## src/rtl/dcachePkg.sv

```systemverilog
`default_nettype none

package dcachePkg;

  // 16 direct-mapped frames of two words
  localparam int NFRAMES = 16;
  localparam int FLCTW   = 5;

  // flush counter value once every frame has been visited
  localparam logic [FLCTW-1:0] FLEND = FLCTW'(NFRAMES);

  typedef logic [31:0] wordT;
  typedef logic [31:0] addrT;   // tag 31:7, index 6:3, offset 2, byte 1:0 ignored
  typedef logic [24:0] tagT;
  typedef logic [3:0]  indexT;

  typedef enum logic [3:0] {
    idle,
    wbVictim0,
    wbVictim1,
    wbSnoop0,
    wbSnoop1,
    fill0,
    fill1,
    flStart,
    flPre,
    flush0,
    flush1,
    flCount,
    halted
  } ctrlStateT;

endpackage

`default_nettype wire
```

## src/rtl/dcache.sv

```systemverilog
`default_nettype none

module dcache (
  input  logic CLK,
  input  logic nRST,
  input  logic dmemREN,
  input  logic dmemWEN,
  input  logic flush,
  input  dcachePkg::addrT dmemAddr,
  input  dcachePkg::wordT dmemStore,
  input  dcachePkg::wordT dload,
  input  logic dwait,
  input  logic ccwait,
  input  logic ccwrite,
  input  logic ccinv,
  input  dcachePkg::addrT ccAddr,
  output dcachePkg::wordT dmemLoad,
  output logic dhit,
  output logic halt,
  output logic dREN,
  output logic dWEN,
  output dcachePkg::addrT daddr,
  output dcachePkg::wordT dstore,
  output logic snoopable
);

  logic hit, dirty, snoopHit, snoopDirty, sameAddr;
  logic blockOff, fillWe, invalid, flctUp, flushing, snoopSel;
  logic hitWrite, wbDone;
  logic [dcachePkg::FLCTW-1:0] flctOut;

  assign dhit = hit & hitWrite;   // hitWrite is high only in idle

  dcacheCtrl ctrl_i (
    .CLK(CLK),
    .nRST(nRST),
    .dmemREN(dmemREN),
    .dmemWEN(dmemWEN),
    .flush(flush),
    .hit(hit),
    .dirty(dirty),
    .snoopHit(snoopHit),
    .snoopDirty(snoopDirty),
    .sameAddr(sameAddr),
    .dwait(dwait),
    .ccwait(ccwait),
    .ccwrite(ccwrite),
    .ccinv(ccinv),
    .flctOut(flctOut),
    .dREN(dREN),
    .dWEN(dWEN),
    .blockOff(blockOff),
    .fillWe(fillWe),
    .invalid(invalid),
    .flctUp(flctUp),
    .flushing(flushing),
    .snoopSel(snoopSel),
    .snoopable(snoopable),
    .halt(halt),
    .hitWrite(hitWrite),
    .wbDone(wbDone)
  );

  dcacheFrames frames_i (
    .CLK(CLK),
    .nRST(nRST),
    .dmemAddr(dmemAddr),
    .ccAddr(ccAddr),
    .dmemStore(dmemStore),
    .dmemWEN(dmemWEN),
    .fillWe(fillWe),
    .blockOff(blockOff),
    .invalid(invalid),
    .flctUp(flctUp),
    .flushing(flushing),
    .snoopSel(snoopSel),
    .hitWrite(hitWrite),
    .wbDone(wbDone),
    .dload(dload),
    .hit(hit),
    .dirty(dirty),
    .snoopHit(snoopHit),
    .snoopDirty(snoopDirty),
    .sameAddr(sameAddr),
    .flctOut(flctOut),
    .dmemLoad(dmemLoad),
    .dstore(dstore),
    .daddr(daddr)
  );

endmodule

`default_nettype wire

```

## src/rtl/dcacheFrames.sv

```systemverilog
`default_nettype none

module dcacheFrames (
  input  logic CLK,
  input  logic nRST,
  input  dcachePkg::addrT dmemAddr,
  input  dcachePkg::addrT ccAddr,
  input  dcachePkg::wordT dmemStore,
  input  logic dmemWEN,
  input  logic fillWe,
  input  logic blockOff,
  input  logic invalid,
  input  logic flctUp,
  input  logic flushing,
  input  logic snoopSel,
  input  logic hitWrite,
  input  logic wbDone,
  input  dcachePkg::wordT dload,
  output logic hit,
  output logic dirty,
  output logic snoopHit,
  output logic snoopDirty,
  output logic sameAddr,
  output logic [dcachePkg::FLCTW-1:0] flctOut,
  output dcachePkg::wordT dmemLoad,
  output dcachePkg::wordT dstore,
  output dcachePkg::addrT daddr
);

  dcachePkg::tagT   tagQ  [dcachePkg::NFRAMES];
  dcachePkg::wordT  dataQ [dcachePkg::NFRAMES][2];
  logic [dcachePkg::NFRAMES-1:0] validQ, dirtyQ;
  logic [dcachePkg::FLCTW-1:0]   flctQ;

  dcachePkg::tagT   coreTag, ccTag, selTag;
  dcachePkg::indexT coreIdx, ccIdx, flIdx, selIdx;
  logic coreOff, coreWrite;

  assign coreTag = dmemAddr[31:7];
  assign coreIdx = dmemAddr[6:3];
  assign coreOff = dmemAddr[2];
  assign ccTag   = ccAddr[31:7];
  assign ccIdx   = ccAddr[6:3];
  assign flIdx   = flctQ[3:0];

  // flush counter wins over snoop, snoop over core
  assign selIdx = flushing ? flIdx : (snoopSel ? ccIdx : coreIdx);

  assign hit        = validQ[coreIdx] & (tagQ[coreIdx] == coreTag);
  assign snoopHit   = validQ[ccIdx] & (tagQ[ccIdx] == ccTag);
  assign snoopDirty = dirtyQ[ccIdx];
  assign dirty      = dirtyQ[selIdx];
  assign sameAddr   = (ccIdx == flIdx);
  assign flctOut    = flctQ;
  assign coreWrite  = hitWrite & dmemWEN & hit;

  assign dmemLoad = dataQ[coreIdx][coreOff];
  assign dstore   = dataQ[selIdx][blockOff];

  // dirty frame is being written out, else the block is being fetched
  assign selTag = dirtyQ[selIdx] ? tagQ[selIdx] : coreTag;
  assign daddr  = {selTag, selIdx, blockOff, 2'b00};

  always_ff @(posedge CLK) begin : frameData
    if (fillWe) begin
      dataQ[selIdx][blockOff] <= dload;
      if (blockOff) begin
        tagQ[selIdx] <= coreTag;
      end
    end
    if (coreWrite) begin
      dataQ[coreIdx][coreOff] <= dmemStore;
    end
  end

  always_ff @(posedge CLK, negedge nRST) begin : frameState
    if (!nRST) begin
      validQ <= '0;
      dirtyQ <= '0;
    end else begin
      if (fillWe) begin
        validQ[selIdx] <= blockOff;   // block usable after second word
        dirtyQ[selIdx] <= 1'b0;
      end
      if (coreWrite) begin
        dirtyQ[coreIdx] <= 1'b1;
      end
      if (wbDone) begin
        dirtyQ[selIdx] <= 1'b0;
      end
      if (invalid) begin
        validQ[selIdx] <= 1'b0;
        dirtyQ[selIdx] <= 1'b0;
      end
    end
  end

  always_ff @(posedge CLK, negedge nRST) begin : flushCounter
    if (!nRST) begin
      flctQ <= '0;
    end else if (flctUp) begin
      flctQ <= flctQ + 1'b1;
    end
  end

endmodule

`default_nettype wire

```

## src/rtl/dcacheCtrl.sv

```systemverilog
`default_nettype none

module dcacheCtrl (
  input  logic CLK,
  input  logic nRST,
  input  logic dmemREN,
  input  logic dmemWEN,
  input  logic flush,
  input  logic hit,
  input  logic dirty,
  input  logic snoopHit,
  input  logic snoopDirty,
  input  logic sameAddr,
  input  logic dwait,
  input  logic ccwait,
  input  logic ccwrite,
  input  logic ccinv,
  input  logic [dcachePkg::FLCTW-1:0] flctOut,
  output logic dREN,
  output logic dWEN,
  output logic blockOff,
  output logic fillWe,
  output logic invalid,
  output logic flctUp,
  output logic flushing,
  output logic snoopSel,
  output logic snoopable,
  output logic halt,
  output logic hitWrite,
  output logic wbDone
);

  dcachePkg::ctrlStateT state, nextState;
  logic miss, snoopReq, flDone;

  assign miss     = (dmemREN | dmemWEN) & ~hit;
  assign snoopReq = ccwait & ccwrite;
  assign flDone   = (flctOut == dcachePkg::FLEND);

  always_comb begin : nextStateLogic
    nextState = state;
    case (state)
      dcachePkg::idle: begin
        if (miss && !ccwait) begin
          nextState = dirty ? dcachePkg::wbVictim0 : dcachePkg::fill0;
        end else if (snoopReq && snoopHit && snoopDirty) begin
          nextState = dcachePkg::wbSnoop0;
        end else if (flush) begin
          nextState = dcachePkg::flStart;
        end
      end
      dcachePkg::wbVictim0: if (!dwait) nextState = dcachePkg::wbVictim1;
      dcachePkg::wbVictim1: if (!dwait) nextState = dcachePkg::fill0;
      dcachePkg::wbSnoop0:  if (!dwait) nextState = dcachePkg::wbSnoop1;
      dcachePkg::wbSnoop1:  if (!dwait) nextState = dcachePkg::idle;
      dcachePkg::fill0:     if (!dwait) nextState = dcachePkg::fill1;
      dcachePkg::fill1:     if (!dwait) nextState = dcachePkg::idle;
      dcachePkg::flStart: begin
        // clean frames are counted off in place, one per cycle
        if (flDone) begin
          nextState = dcachePkg::halted;
        end else if (dirty) begin
          nextState = dcachePkg::flPre;
        end
      end
      dcachePkg::flPre:     nextState = dcachePkg::flush0;
      dcachePkg::flush0:    if (!dwait) nextState = dcachePkg::flush1;
      dcachePkg::flush1:    if (!dwait) nextState = dcachePkg::flCount;
      dcachePkg::flCount:   nextState = dcachePkg::flStart;
      dcachePkg::halted:    nextState = dcachePkg::halted;
      default:              nextState = dcachePkg::idle;
    endcase
  end

  always_comb begin : outputLogic
    dREN      = 1'b0;
    dWEN      = 1'b0;
    blockOff  = 1'b0;
    fillWe    = 1'b0;
    invalid   = 1'b0;
    flctUp    = 1'b0;
    flushing  = 1'b0;
    snoopSel  = 1'b0;
    snoopable = 1'b0;
    halt      = 1'b0;
    hitWrite  = 1'b0;
    wbDone    = 1'b0;
    case (state)
      dcachePkg::idle: begin
        hitWrite = 1'b1;       // hits served only here
        snoopSel = snoopReq;
        // clean matching frame is dropped without bus traffic
        invalid  = snoopReq & ccinv & snoopHit & ~snoopDirty;
      end
      dcachePkg::wbVictim0: begin
        dWEN = 1'b1;
      end
      dcachePkg::wbVictim1: begin
        dWEN     = 1'b1;
        blockOff = 1'b1;
        wbDone   = ~dwait;
      end
      dcachePkg::wbSnoop0: begin
        dWEN     = 1'b1;
        snoopSel = 1'b1;
      end
      dcachePkg::wbSnoop1: begin
        dWEN     = 1'b1;
        snoopSel = 1'b1;
        blockOff = 1'b1;
        wbDone   = ~dwait;
        invalid  = ~dwait & ccinv;
      end
      dcachePkg::fill0: begin
        dREN   = 1'b1;
        fillWe = ~dwait;
      end
      dcachePkg::fill1: begin
        dREN     = 1'b1;
        blockOff = 1'b1;
        fillWe   = ~dwait;
      end
      dcachePkg::flStart: begin
        flushing  = 1'b1;
        snoopable = 1'b1;
        flctUp    = ~flDone & ~dirty;
      end
      dcachePkg::flPre: begin
        flushing  = 1'b1;
        snoopable = 1'b1;
      end
      dcachePkg::flush0: begin
        flushing = 1'b1;
        dWEN     = 1'b1;
      end
      dcachePkg::flush1: begin
        flushing = 1'b1;
        dWEN     = 1'b1;
        blockOff = 1'b1;
        wbDone   = ~dwait;
        // a pending invalidating snoop on this frame is served by this write-back
        invalid  = ~dwait & snoopReq & ccinv & sameAddr;
      end
      dcachePkg::flCount: begin
        flushing  = 1'b1;
        snoopable = 1'b1;
        flctUp    = 1'b1;
      end
      dcachePkg::halted: begin
        halt = 1'b1;
      end
      default: begin
      end
    endcase
  end

  always_ff @(posedge CLK, negedge nRST) begin : stateReg
    if (!nRST) begin
      state <= dcachePkg::idle;
    end else begin
      state <= nextState;
    end
  end

endmodule

`default_nettype wire

```

## config.mk

```make
export PLATFORM = sky130hd
export DESIGN_NAME = dcache
export DESIGN_NICKNAME = d
export VERILOG_FILES = /design/src/rtl/dcachePkg.sv /design/src/rtl/dcache.sv /design/src/rtl/dcacheFrames.sv /design/src/rtl/dcacheCtrl.sv
export SDC_FILE = /design/constraint.sdc
export NUM_CORES = 2
export LEC_CHECK = 0
export ABC_AREA = 0
export BUFFER_PORTS_ARGS = -buffer_cell sky130_fd_sc_hd__buf_2
export CORE_MARGIN = 2
export CORE_UTILIZATION = 45
export DETAILED_ROUTE_END_ITERATION = 8
export PLACE_DENSITY_LB_ADDON = 0.12
export SYNTH_ARGS = -nofsm -noshare
export SYNTH_HDL_FRONTEND = slang
export SYNTH_SLANG_ARGS = --single-unit
export TNS_END_PERCENT = 100
```

## constraint.sdc

```tcl
create_clock -name CLK -period 4.8 [get_ports CLK]
set_clock_uncertainty 0.15 [all_clocks]
set_input_delay 0.24 -clock CLK [delete_from_list [all_inputs] [get_ports CLK]]
set_output_delay 0.24 -clock CLK [all_outputs]
set_load 0.02 [all_outputs]
```

==> flow_metrics.tcl <==
set metrics [dict create \
    setup_ws_ns 0.0566 \
    fin_hold_ws_ns -0.0171 \
    period_minus_slack_ns 4.74 \
    p_seq_share_pct 25.8 \
    drive_above_1_share_pct 23.2 \
    synthFlopType "edfxtp_1" \
    power.total_mw 56.7 \
    worst_pin_slew_ns 1.16 \
    area_growth_pct 19.1 \
    ys.warnings.count 0 \
    io_buffers 230 \
    die_y_microns 414 \
    nFillCells 13800 \
    power_frac_comb_pct 52.0 \
    setup_viol 0 \
    antenna_found_initial 11 \
    synth-edff-count 1424 \
    cp-start-kind "flop" \
    multi_input_area_sq_um 30400 \
    cts.sinks 1465 \
    die_w_microns 414 \
    cts.clk_slew.worst_paths_ns 0.06 \
    synth_seq_cells 1465 \
    violations "negative hold slack" \
    totalWireLength_microns 282000 \
    switchingPower_mw 25.2 \
    arrival_ns 4.35 \
    worst_setup_path_end_kind "output port" \
    place_congestion 0.924 \
    cts_buffers 160 \
    finalCritPeriodShare_pct 98.8 \
    max-slew-margin-rel_pct 22.4 \
    clk_path_buf_depth 3 \
    switching_share_pct 44.4 \
    outcome "complete, but fails checks" \
    cap_violations 0 \
    fin_util_pct 54.0 \
    syn-instance-count 6059 \
    reg2reg_setup_slack_ns 0.10 \
    worstHoldPathType "in -> async" \
    path_max_fanout 31 \
    ios 238 \
    dieArea_sq_um 172000 \
    initial_core_util_pct 45.3 \
    grtUsageTotal_pct 32.1 \
    ant_nets 0 \
    crit_type "reg -> out" \
    drt_iter0_markers 7065 \
    synthArstFlopShare_pct 2.80 \
    place_ws_ns -0.0541 \
    place_hpwl_microns 174000 \
    wire_per_inst_microns 31.8 \
    dr.pass1.iters 7 \
    final_hold_viol_count 6 \
    cts-htree-levels 4 \
    grt_pass1_vias 56400 \
    p_int_mw 31.5 \
    synth_area_sq_um 75800 \
    avgSynthCellArea_sq_um 12.5 \
    report.final.slew_viol_count 0 \
    drcViolationCount 0 \
    num_vias 57500 \
    fin_nets 6651 \
    fmax_mhz 211 \
    leakage_nw 32.1 \
    core_sq_um 167000 \
    fin_setup_tns_ns 0 \
    num_rows 150 \
    p_per_area_nw_per_um2 628 \
    clk_latency_ns 0.82 \
    yosysUniqueCellTypes 80 \
    irDropWorstVdd_mv 0.690 \
    grt_overflow_total 0 \
    regArea_sq_um 43800 \
    grt_pass1_wl_microns 401000 \
    grt_max_degree 117 \
    cts_tree "done" \
    ys_seq_area_share_pct 57.8 \
    rsz0062_at_grt "true" \
    p_clk_share_pct 22.1 \
    via_per_inst 6.50 \
    cts_root_buf "clkbuf_16" \
    cp.required_ns 4.41 \
]
final cells by class:
cell class	count	share of cell area, %
diodes	7	0.0194
clock buffers	190	4.65
clock inverters	104	1.22
inverters	26	0.154
multi-input cells	4063	33.6
flip-flops and latches	1465	48.5
well taps	2204	3.05
repair buffers	795	8.75
repair inverters	1	0.00970
per-stage QoR:
stage               hold slack (ns)  std cells  area (sq um)
floorplan                    -0.206       6060         75900
global placement              0.317       8431         83400
detailed placement            0.318       8431         83400
CTS                         0.00117       8835         90000
global route                 0.0587       8851         90300
finish                      -0.0171       8855         90300
what timing repair did:
item | CTS | global route
setup buffers | 12 | 7
pin swaps | 2 | 2
cloned | 3 | 6
endpoints found under the setup margin | 57 | 49
hold endpoints to repair | 1472 | 0
hold buffers | 95 | 0
resized for setup | 39 | 25
power by group through the flow:
| stage | combinational (mW) | clock [mW] | sequential (mW) |
|---|---|---|---|
| 6_report | 29.5 | 12.5 | 14.6 |
| 5_1_grt | 31.2 | 13.2 | 14.7 |
| 4_1_cts | 28.4 | 12.7 | 14.6 |
| 3_5_place_dp | 27.4 | 0 | 14.9 |
| 3_3_place_gp | 27.2 | 0 | 14.9 |
| 2_1_floorplan | 16.4 | 0 | 14.8 |
worst max-delay path: stages (launching register included):
cell,delay [ns]
dfrtp_2,0.49
and2_2,0.27
a2111o_1,0.33
nand4_4,0.12
buf_12,0.21
buf_16,0.24
buf_6,0.30
nand2_1,0.08
and3_1,0.16
a311oi_1,0.34
a311oi_1,0.10
a311oi_1,0.43
a21o_1,0.22
buf_2,0.19
cell usage in the layout, fill, tap and decap left out, types with 21 or more instances in the layout:
cell type         n
nor3_1           28
mux2_2           57
nand2_1        1614
buf_2           220
buf_4           300
a21oi_1          48
clkinv_1         39
edfxtp_1       1424
a311oi_1        205
buf_12          149
inv_1            21
o21ai_0          35
clkbuf_16       169
dfrtp_1          38
clkinv_2         27
nand3_1         745
mux4_2          454
a31oi_1          60
clkbuf_1         25
mux2i_1         194
and3_1          112
a21o_1           33
nor2_1           38
xnor2_1          41
dlygate4sd3_1    95
a22oi_1          68
metal layers:
metal / routed length, microns / global-route usage (%) / vias up
met3: 24600 / 4.79 / 734
met5: 26 / 0 / -
met4: 17400 / 17.9 / 4
met2: 133000 / 51.8 / 3407
met1: 106000 / 41.8 / 29200
li1: - / - / 24200
kinds of logic after synthesis:
logic type	after synthesis	share of synthesized area, %
xor gates and xnor gates	60	0.693
other	1	0.00495
buffers and inverters	532	3.01
DFF	1465	57.8
adders and majority gates	2	0.0330
AOI/OAI and AO/OA	632	6.30
and+or+nand+nor	2657	15.2
muxes	710	17.0
cells in the mapped netlist, drive strengths merged, types with 6 or more instances:
library cell | count | area, sq um
nor3 | 31 | 155
a21o | 38 | 285
a21oi | 55 | 275
o22ai | 25 | 156
o21a | 7 | 52.6
edfxtp | 1424 | 42800
a31oi | 60 | 375
inv | 25 | 93.8
a2bb2oi | 16 | 140
nand2b | 14 | 87.6
nand4 | 14 | 100
nand2 | 1615 | 6060
dfrtp | 41 | 1030
a211oi | 6 | 45.0
o31ai | 17 | 128
a32oi | 8 | 70.1
o21ai | 51 | 255
a22o | 10 | 87.6
a211o | 6 | 52.6
a221oi | 18 | 158
mux4 | 454 | 10200
clkbuf | 326 | 1220
nor2 | 60 | 228
a311oi | 212 | 1860
xor2 | 19 | 166
and3 | 112 | 701
buf | 180 | 961
nand3 | 746 | 3730
xnor2 | 41 | 359
mux2 | 60 | 676
a22oi | 68 | 510
and2 | 13 | 81.3
nor4 | 10 | 83.8
nor2b | 18 | 113
mux2i | 196 | 1960
final timing paths:
path                                      start                     to  cells after the start
max                             ctrl_i.state[0]              dstore[1]                     13
min                                        nRST        ctrl_i.state[1]                      2
max reg2reg                frames_i.tagQ[12][1]  frames_i.dataQ[0][46]                     12
min reg2reg                 frames_i.flctOut[4]    frames_i.flctOut[4]                      1
max in group asynchronous                  nRST        ctrl_i.state[3]                      2
min in group CLK                          ccinv     frames_i.validQ[6]                      6
sequential cells by signal, summed over array words and instances (netlist names):
register,cells
frames_i.tagQ,400
ctrl_i.state,4
frames_i.dataQ,1024
frames_i.flctOut,5
frames_i.validQ,16
frames_i.dirtyQ,16
Power figures use the tool's default switching activity.
